===== src/logic/btLinkPkg.sv =====
package btLinkPkg;

	// phone command opcodes, first byte of each two-byte command
	typedef enum logic [7:0] {
		opSetLed       = 8'h10,
		opEcho         = 8'h20,
		opReadCmdCount = 8'h30
	} opcode_t;

	// reply for any opcode not listed above
	localparam logic [7:0] replyError = 8'hEE;

	// config values seen until the host writes the wire-ins
	localparam logic [15:0] defaultCyclesPerBit = 16'd50;
	localparam logic [7:0] defaultSpacingLimit = 8'd12;

	// uart timing below this leaves no room for mid-bit sampling
	localparam logic [15:0] minCyclesPerBit = 16'd4;

	typedef enum logic [1:0] {rxIdle, rxStart, rxData, rxStop} rxState_t;
	typedef enum logic [1:0] {txIdle, txStart, txData, txStop} txState_t;
	typedef enum logic {decWaitOp, decWaitArg} decState_t;

	// host config, registered from ep01/ep02
	typedef struct packed {
		logic [15:0] cyclesPerBit;
		logic [7:0] spacingLimit;
		logic clearCounts;
	} linkCfg_t;

	// one-cycle command report from decoder to status regs
	typedef struct packed {
		logic valid;
		logic [7:0] opcode;
		logic [7:0] arg;
		logic timeout;
		logic [1:0] reserved;
	} cmdEvent_t;

endpackage


===== src/logic/uartRx.sv =====
`timescale 1ns/1ps

module uartRx
	import btLinkPkg::*;
(
	input logic clock,
	input logic arstN,
	input logic rxd,
	input linkCfg_t cfg,
	output logic [7:0] rxByte,
	output logic rxValid
);

	// two sync flops plus one history flop for the edge
	logic [2:0] rxSync;
	logic rxBit;
	logic startEdge;
	rxState_t state;
	logic [15:0] bitCnt;
	logic [2:0] bitIdx;
	logic [7:0] shiftReg;
	logic [15:0] halfBit;
	logic bitDone;

	assign rxBit = rxSync[1];
	assign startEdge = rxSync[2] & ~rxSync[1];
	assign halfBit = {1'b0, cfg.cyclesPerBit[15:1]};
	assign bitDone = (bitCnt == cfg.cyclesPerBit - 16'd1);

	// line idles high
	always_ff @(posedge clock or negedge arstN) begin
		if (!arstN) begin
			rxSync <= 3'b111;
		end else begin
			rxSync <= {rxSync[1:0], rxd};
		end
	end

	always_ff @(posedge clock or negedge arstN) begin
		if (!arstN) begin
			state <= rxIdle;
			bitCnt <= '0;
			bitIdx <= '0;
			rxValid <= 1'b0;
		end else begin
			rxValid <= 1'b0;
			case (state)
				rxIdle: begin
					bitCnt <= '0;
					if (startEdge) begin
						state <= rxStart;
					end
				end
				// wait to mid start bit, then sample centres from there
				rxStart: begin
					if (bitCnt == halfBit - 16'd1) begin
						bitCnt <= '0;
						bitIdx <= '0;
						// high again means a glitch, not a start bit
						state <= rxBit ? rxIdle : rxData;
					end else begin
						bitCnt <= bitCnt + 16'd1;
					end
				end
				rxData: begin
					if (bitDone) begin
						bitCnt <= '0;
						bitIdx <= bitIdx + 3'd1;
						if (bitIdx == 3'd7) begin
							state <= rxStop;
						end
					end else begin
						bitCnt <= bitCnt + 16'd1;
					end
				end
				rxStop: begin
					if (bitDone) begin
						// framing error drops the byte silently
						rxValid <= rxBit;
						state <= rxIdle;
					end else begin
						bitCnt <= bitCnt + 16'd1;
					end
				end
				default: begin
					state <= rxIdle;
				end
			endcase
		end
	end

	// lsb first, shifts in from the top
	always_ff @(posedge clock) begin
		if (state == rxData && bitDone) begin
			shiftReg <= {rxBit, shiftReg[7:1]};
		end
	end

	assign rxByte = shiftReg;

	// bit time must stay sane for the whole frame
	rxBitTimeOk: assert property (@(posedge clock) disable iff (!arstN)
		state != rxIdle |-> cfg.cyclesPerBit >= minCyclesPerBit);

endmodule


===== src/logic/uartTx.sv =====
`timescale 1ns/1ps

module uartTx
	import btLinkPkg::*;
(
	input logic clock,
	input logic arstN,
	input linkCfg_t cfg,
	input logic txStart,
	input logic [7:0] txByte,
	output logic txd,
	output logic txBusy
);

	txState_t state;
	logic [15:0] bitCnt;
	logic [2:0] bitIdx;
	logic [7:0] shiftReg;
	logic bitDone;

	assign bitDone = (bitCnt == cfg.cyclesPerBit - 16'd1);
	assign txBusy = (state != txIdle);

	// start state literal is shadowed by the port, hence the package prefix
	always_ff @(posedge clock or negedge arstN) begin
		if (!arstN) begin
			state <= txIdle;
			bitCnt <= '0;
			bitIdx <= '0;
			txd <= 1'b1;
		end else begin
			case (state)
				txIdle: begin
					bitCnt <= '0;
					if (txStart) begin
						txd <= 1'b0;
						state <= btLinkPkg::txStart;
					end
				end
				btLinkPkg::txStart: begin
					if (bitDone) begin
						bitCnt <= '0;
						bitIdx <= '0;
						txd <= shiftReg[0];
						state <= txData;
					end else begin
						bitCnt <= bitCnt + 16'd1;
					end
				end
				txData: begin
					if (bitDone) begin
						bitCnt <= '0;
						bitIdx <= bitIdx + 3'd1;
						// after bit 7 the stop bit goes out
						txd <= (bitIdx == 3'd7) ? 1'b1 : shiftReg[0];
						if (bitIdx == 3'd7) begin
							state <= txStop;
						end
					end else begin
						bitCnt <= bitCnt + 16'd1;
					end
				end
				txStop: begin
					if (bitDone) begin
						state <= txIdle;
					end else begin
						bitCnt <= bitCnt + 16'd1;
					end
				end
				default: begin
					state <= txIdle;
				end
			endcase
		end
	end

	// shiftReg[0] always holds the next bit to send
	always_ff @(posedge clock) begin
		if (state == txIdle && txStart) begin
			shiftReg <= txByte;
		end else if (bitDone && (state == btLinkPkg::txStart || state == txData)) begin
			shiftReg <= {1'b1, shiftReg[7:1]};
		end
	end

	txNoOverlap: assert property (@(posedge clock) disable iff (!arstN)
		txStart |-> !txBusy);

	txBitTimeOk: assert property (@(posedge clock) disable iff (!arstN)
		txBusy |-> cfg.cyclesPerBit >= minCyclesPerBit);

endmodule


===== src/logic/cmdDecoder.sv =====
`timescale 1ns/1ps

module cmdDecoder
	import btLinkPkg::*;
(
	input logic clock,
	input logic arstN,
	input linkCfg_t cfg,
	input logic btState,
	input logic [7:0] rxByte,
	input logic rxValid,
	input logic txBusy,
	input logic [15:0] cmdCount,
	output cmdEvent_t cmdEvt,
	output logic txStart,
	output logic [7:0] txByte
);

	decState_t state;
	logic [7:0] opReg;
	logic [15:0] prescale;
	logic [7:0] spacingCnt;
	logic replyPending;
	logic [7:0] replyByte;
	logic take;
	logic argDone;
	logic bitTick;
	logic [7:0] replyNext;

	// link down hides every received byte
	assign take = rxValid & btState;
	assign argDone = take && state == decWaitArg;
	assign bitTick = (prescale == cfg.cyclesPerBit - 16'd1);

	// reply rule per opcode, count read before this command lands
	always_comb begin
		case (opReg)
			opSetLed: replyNext = rxByte;
			opEcho: replyNext = rxByte;
			opReadCmdCount: replyNext = cmdCount[7:0];
			default: replyNext = replyError;
		endcase
	end

	always_ff @(posedge clock or negedge arstN) begin
		if (!arstN) begin
			state <= decWaitOp;
			prescale <= '0;
			spacingCnt <= '0;
			cmdEvt <= '0;
		end else begin
			cmdEvt.valid <= 1'b0;
			cmdEvt.timeout <= 1'b0;
			cmdEvt.reserved <= 2'b00;
			case (state)
				decWaitOp: begin
					prescale <= '0;
					spacingCnt <= '0;
					if (take) begin
						state <= decWaitArg;
					end
				end
				decWaitArg: begin
					if (take) begin
						state <= decWaitOp;
						cmdEvt.valid <= 1'b1;
						cmdEvt.opcode <= opReg;
						cmdEvt.arg <= rxByte;
					end else if (bitTick) begin
						prescale <= '0;
						// one more bit time would exceed the limit
						if (spacingCnt == cfg.spacingLimit) begin
							state <= decWaitOp;
							cmdEvt.timeout <= 1'b1;
							cmdEvt.opcode <= opReg;
						end else begin
							spacingCnt <= spacingCnt + 8'd1;
						end
					end else begin
						prescale <= prescale + 16'd1;
					end
				end
				default: begin
					state <= decWaitOp;
				end
			endcase
		end
	end

	// opcode byte and reply byte are payload
	always_ff @(posedge clock) begin
		if (take && state == decWaitOp) begin
			opReg <= rxByte;
		end
		if (argDone) begin
			replyByte <= replyNext;
		end
	end

	// reply waits out a busy transmitter
	always_ff @(posedge clock or negedge arstN) begin
		if (!arstN) begin
			replyPending <= 1'b0;
			txStart <= 1'b0;
		end else begin
			txStart <= 1'b0;
			if (argDone) begin
				replyPending <= 1'b1;
			end else if (replyPending && !txBusy) begin
				replyPending <= 1'b0;
				txStart <= 1'b1;
			end
		end
	end

	assign txByte = replyByte;

	// a reply takes 10 bit times, a command 20, so never two queued
	decSingleReply: assert property (@(posedge clock) disable iff (!arstN)
		argDone |-> !replyPending);

endmodule


===== src/logic/linkRegs.sv =====
`timescale 1ns/1ps

module linkRegs
	import btLinkPkg::*;
(
	input logic clock,
	input logic arstN,
	input logic btState,
	input logic rxValid,
	input cmdEvent_t cmdEvt,
	input logic [15:0] ep01WireIn,
	input logic [15:0] ep02WireIn,
	output linkCfg_t cfg,
	output logic [15:0] cmdCount,
	output logic [15:0] ep20WireOut,
	output logic [15:0] ep21WireOut,
	output logic [15:0] ep22WireOut,
	output logic [15:0] ep23WireOut,
	output logic [15:0] ep24WireOut
);

	logic [15:0] rxCount;
	logic [15:0] errCount;
	logic [7:0] ledReg;
	logic [7:0] lastOp;
	logic [7:0] lastArg;
	logic knownOp;

	assign knownOp = (cmdEvt.opcode == opSetLed) || (cmdEvt.opcode == opEcho) ||
		(cmdEvt.opcode == opReadCmdCount);

	// host wire-ins, one cycle late
	always_ff @(posedge clock or negedge arstN) begin
		if (!arstN) begin
			cfg.cyclesPerBit <= defaultCyclesPerBit;
			cfg.spacingLimit <= defaultSpacingLimit;
			cfg.clearCounts <= 1'b0;
		end else begin
			cfg.cyclesPerBit <= ep01WireIn;
			cfg.spacingLimit <= ep02WireIn[15:8];
			cfg.clearCounts <= ep02WireIn[0];
		end
	end

	always_ff @(posedge clock or negedge arstN) begin
		if (!arstN) begin
			rxCount <= '0;
			cmdCount <= '0;
			errCount <= '0;
			ledReg <= '0;
			lastOp <= '0;
			lastArg <= '0;
		end else begin
			// bytes seen while the link is up
			if (rxValid && btState) begin
				rxCount <= rxCount + 16'd1;
			end
			if (cmdEvt.valid) begin
				lastOp <= cmdEvt.opcode;
				lastArg <= cmdEvt.arg;
				if (knownOp) begin
					cmdCount <= cmdCount + 16'd1;
				end else begin
					errCount <= errCount + 16'd1;
				end
				if (cmdEvt.opcode == opSetLed) begin
					ledReg <= cmdEvt.arg;
				end
			end
			// timeouts land in the error count too
			if (cmdEvt.timeout) begin
				errCount <= errCount + 16'd1;
			end
			// host clear wins over any update
			if (cfg.clearCounts) begin
				rxCount <= '0;
				cmdCount <= '0;
				errCount <= '0;
			end
		end
	end

	assign ep20WireOut = rxCount;
	assign ep21WireOut = cmdCount;
	assign ep22WireOut = {lastOp, lastArg};
	assign ep23WireOut = errCount;
	assign ep24WireOut = {8'h00, ledReg};

endmodule


===== src/logic/btLinkTop.sv =====
`timescale 1ns/1ps

module btLinkTop
	import btLinkPkg::*;
(
	input logic clock,
	input logic arstN,
	input logic btState,
	input logic fpgaRxd,
	output logic fpgaTxd,
	input logic [15:0] ep01WireIn,
	input logic [15:0] ep02WireIn,
	output logic [15:0] ep20WireOut,
	output logic [15:0] ep21WireOut,
	output logic [15:0] ep22WireOut,
	output logic [15:0] ep23WireOut,
	output logic [15:0] ep24WireOut
);

	linkCfg_t cfg;
	cmdEvent_t cmdEvt;
	logic [7:0] rxByte;
	logic rxValid;
	logic txStart;
	logic [7:0] txByte;
	logic txBusy;
	logic [15:0] cmdCount;

	// serial in from the bluetooth module
	uartRx i_uartRx (
		.clock(clock),
		.arstN(arstN),
		.rxd(fpgaRxd),
		.cfg(cfg),
		.rxByte(rxByte),
		.rxValid(rxValid)
	);

	// framing, timeout, replies
	cmdDecoder i_cmdDecoder (
		.clock(clock),
		.arstN(arstN),
		.cfg(cfg),
		.btState(btState),
		.rxByte(rxByte),
		.rxValid(rxValid),
		.txBusy(txBusy),
		.cmdCount(cmdCount),
		.cmdEvt(cmdEvt),
		.txStart(txStart),
		.txByte(txByte)
	);

	// reply byte back out
	uartTx i_uartTx (
		.clock(clock),
		.arstN(arstN),
		.cfg(cfg),
		.txStart(txStart),
		.txByte(txByte),
		.txd(fpgaTxd),
		.txBusy(txBusy)
	);

	// host config and status endpoints
	linkRegs i_linkRegs (
		.clock(clock),
		.arstN(arstN),
		.btState(btState),
		.rxValid(rxValid),
		.cmdEvt(cmdEvt),
		.ep01WireIn(ep01WireIn),
		.ep02WireIn(ep02WireIn),
		.cfg(cfg),
		.cmdCount(cmdCount),
		.ep20WireOut(ep20WireOut),
		.ep21WireOut(ep21WireOut),
		.ep22WireOut(ep22WireOut),
		.ep23WireOut(ep23WireOut),
		.ep24WireOut(ep24WireOut)
	);

endmodule


===== config.mk =====
export PLATFORM = sky130hd
export DESIGN_NAME = btLinkTop
export DESIGN_NICKNAME = d
export VERILOG_FILES = /design/src/logic/btLinkPkg.sv /design/src/logic/uartRx.sv /design/src/logic/uartTx.sv /design/src/logic/cmdDecoder.sv /design/src/logic/linkRegs.sv /design/src/logic/btLinkTop.sv
export SDC_FILE = /design/constraint.sdc
export NUM_CORES = 1
export LEC_CHECK = 0
export CAP_MARGIN = 30
export CELL_PAD_IN_SITES_DETAIL_PLACEMENT = 0
export CELL_PAD_IN_SITES_GLOBAL_PLACEMENT = 2
export CORE_MARGIN = 5
export CORE_UTILIZATION = 38
export DETAILED_ROUTE_END_ITERATION = 6
export DONT_BUFFER_PORTS = 1
export PLACE_DENSITY_LB_ADDON = 0.05
export SYNTH_ARGS = -nofsm -noshare
export SYNTH_HDL_FRONTEND = slang
export SYNTH_SLANG_ARGS = --single-unit

===== constraint.sdc =====
create_clock -name clock -period 3.55 [get_ports clock]
set_clock_uncertainty 0.05 [all_clocks]
set_input_delay 0.355 -clock clock [delete_from_list [all_inputs] [get_ports clock]]
set_output_delay 0.355 -clock clock [all_outputs]
set_load 0.01 [all_outputs]

Yosys cells after proc, flatten, opt, wreduce, memory -nomap -nowiden
Index checks and enable logic that the tools add are counted.
{"block": "totals", "regBits": 221, "latchBits": 0, "mem_bits_rw": 0, "romBits": 0, "in_bits": 36, "mem_count": 0}
{"block": "op_classes", "n_addsub": 11, "mul": 0, "div_mod_pow": 0, "n_lt_le_gt_ge": 0, "n_eq_ne": 35, "shift": 0, "mux": 69, "n_bitwise": 4, "reduce_logical": 38}
{"cell": "$mux W16", "count": 16}
{"cell": "$add A16 B1 Y16 const B", "count": 6}
{"cell": "$mux W8", "count": 9}
{"cell": "$eq A16 B16 Y1", "count": 4}
{"cell": "$pmux W16 S4", "count": 1}
{"cell": "$pmux W16 S3", "count": 1}
{"cell": "$eq A8 B6 Y1 const B", "count": 4}
{"cell": "$pmux W16 S2", "count": 1}
{"cell": "$pmux W8 S2", "count": 2}
{"cell": "$mux W2", "count": 11}
{"cell": "$reduce_bool A2 Y1", "count": 10}
{"cell": "$mux W18", "count": 1}
{"cell": "$ne A2 B1 Y1 const B", "count": 9}
{"cell": "$mux W1", "count": 17}
{"cell": "$eq A8 B5 Y1 const B", "count": 2}
{"cell": "$pmux W2 S4", "count": 2}
{"cell": "$sub A15 B1 Y16 const B", "count": 1}
{"cell": "$sub A16 B1 Y16 const B", "count": 1}
{"cell": "$mux W3", "count": 4}
{"cell": "$ne A2 B2 Y1 const B", "count": 6}
{"cell": "$pmux W3 S2", "count": 2}
{"cell": "$reduce_and A3 Y1", "count": 4}
{"cell": "$reduce_and A5 Y1", "count": 2}
{"cell": "$add A8 B1 Y8 const B", "count": 1}
{"cell": "18 further kinds", "count": 40}

Longest topological paths before layout
{"block": "logic_depth", "word_depth": 7, "mapped_depth": 15, "ltp_nobuf": 10}

Cells and area by module
Synthesis repeated with hierarchy kept, for this count alone.
{"block": "hier_totals", "cells_unflattened": 1378, "area_unflattened_um2": 13257.7}
{"mod": "linkRegs", "instances": 1, "cells_each": 384, "area_per_inst_um2": 4411.7, "seq_area_each_um2": 2433.6}
{"mod": "cmdDecoder", "instances": 1, "cells_each": 352, "area_per_inst_um2": 3384.5, "seq_area_each_um2": 1606.5}
{"mod": "uartRx", "instances": 1, "cells_each": 383, "area_per_inst_um2": 3144.3, "seq_area_each_um2": 869.6}
{"mod": "uartTx", "instances": 1, "cells_each": 259, "area_per_inst_um2": 2317.2, "seq_area_each_um2": 792.0}

Worst setup path after synthesis
Ideal clock, no wire load.
{"block": "synth_timing", "path_type": "register to register", "startpoint": "reg i_linkRegs.cfg[11] (netlist name)", "endpoint": "reg i_uartRx.shiftReg[0] (netlist: i_uartRx.rxByte[0]) (enable)", "setup_ps": 395, "arrival_time_ps": 3199, "t_required_ps": 3105, "path_slack_ps": -94, "stages_incl_launch_ff": 12, "path_buffers": 3, "period_less_slack_ps": 3644, "cell_sequence": "dfrtp_1 clkbuf_1 inv_1 ha_1 buf_2 or3b_1 buf_2 o31a_1 nor2_2 xor2_1 o2111ai_1 nor4_1"}
{"block": "synth_between", "elab_chain_cells": 3}
{"element": "$sub A16 B1 Y16", "line": "uartRx.sv:28", "rtl": "assign bitDone = (bitCnt == cfg.cyclesPerBit - 16'd1);"}
{"element": "$eq A16 B16 Y1", "line": "uartRx.sv:28"}
{"element": "$logic_and A1 B1 Y1", "line": "uartRx.sv:94", "rtl": "if (state == rxData && bitDone) begin"}
{"element": "to (signal assigned)", "line": "uartRx.sv:95", "rtl": "shiftReg <= {rxBit, shiftReg[7:1]};"}
{"element": "to (decl)", "line": "uartRx.sv:21", "rtl": "logic [7:0] shiftReg;"}
Every way passes these cells.
A chain may end at the register's enable or synchronous reset.

Worst setup path after layout
{"block": "layout_timing", "startpoint": "reg i_linkRegs.cfg[11] (netlist name)", "endpoint": "reg i_uartRx.state[0]"}
{"block": "layout_between", "elab_chain_cells": 4, "word_cells_on_any_way": 8}
{"element": "$sub A16 B1 Y16 / $sub A15 B1 Y16 (equally long branches)", "line": "uartRx.sv:28, uartRx.sv:56"}
{"element": "$eq A16 B16 Y1, on equally long branches", "line": "uartRx.sv:28, uartRx.sv:56"}
{"element": "$ne A2 B1 Y1 (no source line)"}
{"element": "$reduce_and A5 Y1 (no source line) *"}
{"element": "to (signal assigned)", "line": "uartRx.sv:41", "rtl": "state <= rxIdle;"}
{"element": "to (signal assigned)", "line": "uartRx.sv:51", "rtl": "state <= rxStart;"}
{"element": "to (signal assigned)", "line": "uartRx.sv:60", "rtl": "state <= rxBit ? rxIdle : rxData;"}
{"element": "to (decl)", "line": "uartRx.sv:18", "rtl": "rxState_t state;"}
Every way passes the cells marked *; elsewhere a longest branch is shown, timed or not.

==> results.py <==
metrics = {
    "run_status": {
        "status": "finished, violations left",
        "violations": "negative hold slack",
    },
    "worst_setup_path": {
        "timing.rr.start": "i_linkRegs.cfg[11]",
        "path_buf_inv": 2,
        "required_time_of_the_critical_path_ps": 3960,
        "start_kind": "register",
        "startpoint": "i_linkRegs.cfg[11]",
        "arrival_ps": 3770,
        "crit_family": "simple AND/OR/NAND/NOR gates",
        "worstPathMaxFanout": 9,
        "timing.reg2reg.setup_slack_ps": 190,
        "reg2regPathDepth": 11,
        "crit_type": "reg -> reg",
        "critPathSlowestCell": "or4_1",
        "end_kind": "register",
        "slowest_delay_ps": 560,
        "worstReg2RegEnd": "i_uartRx.state[0]",
        "timing.critical_path.cells": "inv_1, ha_1, or3b_1, buf_4, o31a_1, nor2_4, xor2_1, o2111ai_1, or4_1, a21oi_1, mux2i_1",
    },
    "synth": {
        "syn_inst": 1194,
        "yosysTopAreaCell": "dfrtp_1",
        "mappedNetlistArea_um2": 12400,
        "async_reset_ff_share_pct": 85.5,
        "ys_top_cells_by_area": "dfrtp_1 36%, edfxtp_1 7.8%, xnor3_1 4.9%",
        "synth_cell_types": 81,
        "ys.warnings.count": 0,
        "syn_area_per_cell_um2": 10.4,
        "synthDominantCellAreaShare_pct": 36.3,
        "postSynthRegisterBits": 221,
        "primary_ff_master_synth": "dfrtp_1",
        "synth-seq-area-share_pct": 46.0,
        "synth_edf_count": 32,
    },
    "floorplanning": {
        "rows": 66,
        "initial_utilization_pct": 38.3,
        "die-width_um": 191,
        "fp.dieH_um": 191,
        "dieArea_um2": 36300,
        "core-area_um2": 32400,
        "floorplan.io_pins": 117,
    },
    "finish": {
        "ff_latch_area_um2": 5700,
        "post_layout_nonfiller_instances": 1690,
        "flow.area_growth_from_synthesis_pct": 14.0,
        "final.fill_count": 3127,
        "final_cell_area_um2": 14100,
        "fin_nets": 1286,
        "final_util_pct": 43.7,
        "multi_input_area_um2": 6310,
        "diodes": 0,
        "drive_above_1_share_pct": 13.8,
    },
    "timing": {
        "timing.hold.ws_ps": -549,
        "rsz_0062_raised_after_global_routing": "false",
        "timing.final.crit_share_pct": 94.5,
        "fin_tns_setup_ps": 0,
        "timing_hold_violations_final": 189,
        "maxClockFrequency_mhz": 298,
        "report.final.setup_viol": 0,
        "period_minus_slack_ps": 3360,
        "maxSlewViolCount": 0,
        "worst_slew_pin_slew_ps": 793,
        "maxSlewHeadroom_pct": 46.9,
        "layout_setup_ws_ps": 194,
    },
    "global_routing": {
        "antenna_found_initial": 0,
        "global_route.overflow_total": 0,
        "grt_pass1_wl_um": 51800,
        "grtUsageTotal_pct": 17.6,
        "grt_pass1_vias": 9000,
        "grt_max_degree": 190,
    },
    "pwr": {
        "powerDensity_nw_per_um2": 477,
        "total_power_mw": 6.74,
        "leakage_nw": 5.87,
        "power.ir.vdd_worst_mv": 0.366,
    },
    "clocking": {
        "max-clock-path-buffers": 3,
        "tritoncts": "yes",
        "post-cts-setup-buffer-count": 0,
        "cts_root_buf": "clkbuf_16",
        "cts_hold_repair.buffers": 26,
        "cts.sink_count": 221,
        "cts.reportedPaths.clkPinSlew_ps": 60,
        "h_tree_levels": 1,
        "total_cts_buffers": 26,
        "insertion_delay_ps": 560,
    },
    "placement": {
        "placement.cell_area_um2": 13000,
        "hpwlAfterDp_um": 22600,
        "placement.setup.worst_slack_ps": 72.3,
        "dp.cells": 1616,
        "gp_routability_congestion": 0.795,
        "io_buffers": 0,
    },
    "worst_hold_path": {
        "class_of_the_worst_hold_path": "in -> async",
    },
    "detailed_routing": {
        "drc": 0,
        "routed_wl_um": 32400,
        "drt_pass1_iterations": 7,
        "final_antenna_net_count": 0,
        "wire_per_inst_um": 19.2,
        "drt_iter0_drc": 408,
        "via_cell_ratio": 5.31,
        "num_vias": 8981,
    },
    "job": {
        "cap_violations": 0,
    },
}
==> cell families after synthesis <==
kind of cell    count (synthesis)  share of synthesized area [%]
compound gates                181                           9.85
xor+xnor                      118                           11.5
fa+ha+maj                      22                           2.22
buf+inv                       103                           3.64
flops                         221                           46.0
mux                            74                           6.51
other cells                     1                         0.0303
simple gates                  474                           20.3
==> sequential cells by signal (all words and copies together), names as in the netlist, 2 cells and up, named ones only <==
signal and cells:
i_linkRegs.cmdCount 16, i_uartRx.bitCnt 16, i_linkRegs.ledReg 8, i_linkRegs.cfg 25, i_linkRegs.ep23WireOut 16, i_cmdDecoder.txByte 8
i_uartTx.bitIdx 3, i_uartRx.bitIdx 3, i_uartTx.shiftReg 8, i_cmdDecoder.opReg 8, i_linkRegs.lastOp 8, i_cmdDecoder.spacingCnt 8
i_cmdDecoder.prescale 16, i_linkRegs.lastArg 8, i_cmdDecoder.cmdEvt 18, i_uartTx.bitCnt 16, i_uartTx.state 2, i_uartRx.rxSync 3
i_uartRx.rxByte 8, i_linkRegs.ep20WireOut 16
==> metal layers <==
layer	GRT usage, %	wire, µm	vias up
met1	26.4	15900	4424
li1	-	-	4370
met4	3.65	555	0
met2	26.8	14400	148
met5	0	0	-
met3	3.24	1520	39
==> how the worst max path moves through the flow <==
| stage | depth (start not counted) | end |
|---|---|---|
| global placement | 11 | i_uartRx.bitCnt[4] |
| floorplan | 13 | i_uartTx.bitCnt[0] |
| CTS | 12 | i_uartRx.bitCnt[13] |
| finish | 11 | i_uartRx.state[0] |
| global route | 13 | i_cmdDecoder.spacingCnt[3] |
| detailed placement | 12 | i_uartRx.bitCnt[13] |
==> area by class of cell <==
type                            count  area share [%]
Multi-Input combinational cell    877            44.7
Sequential cell                   221            40.3
Clock buffer                       35            5.05
Timing Repair Buffer               75            4.47
Tap cell                          442            3.91
Clock inverter                     13           0.850
Inverter                           27           0.717
==> worst reg2reg max path, delay by kind of cell, from the launching register on <==
kind | cells | cell delay [ps]
compound gates | 3 | 820
fa+ha+maj | 1 | 160
simple gates | 3 | 1130
xor+xnor | 1 | 230
buf+inv | 2 | 300
flops | 1 | 380
mux | 1 | 210
==> power by group <==
part	internal (mW)	total, mW	switching [mW]
logic	0.510	1.33	0.819
clock network	1.55	2.64	1.09
registers	2.65	2.77	0.120
total	4.71	6.74	2.03
==> cells in the mapped netlist (all sizes together), types with 4 or more instances <==
cell    number
mux2        53
nor3        49
nor2b       10
nand2      106
a22o         5
inv         27
and3        34
and2        15
o31ai        6
o211ai       8
and4        10
ha          22
xor2        46
a31oi       19
nand2b      12
o21ai       55
nand3       41
buf         24
dfrtp      180
a21o         5
nor4        19
xnor2       44
nor3b        4
nand4       34
o2111a       4
or4          8
edfxtp      32
a211o        7
a222oi       5
dfstp        9
xnor3       27
or2         13
nor2        88
a21boi       4
a211oi       7
mux2i       21
a21oi       26
or3         17
nor4b        6
clkbuf      52
==> cells in the final DEF, fill, tap and decap left out, drive strengths merged, types with 7 or more instances in the layout <==
master	instances
dlygate4sd3	26
dfstp	9
xnor2	44
o211ai	8
and4	10
a211oi	7
buf	49
nor2	88
inv	27
nand2	106
xnor3	27
dfrtp	180
nor3	49
and3	34
conb	8
and2	15
a211o	7
mux2	53
o21ai	55
or2	13
mux2i	21
nand4	34
nand3	41
a31oi	19
ha	22
edfxtp	32
nor2b	10
nor4	19
nand2b	12
xor2	46
clkinv	11
clkbuf	35
or3	17
a21oi	26
or4	8
==> timing repair <==
action	CTS	global route
resized for setup	0	8
endpoints found under the setup margin	0	43
endpoints found under the hold margin	215	189
No activity file was read; power rests on OpenSTA's default activity.
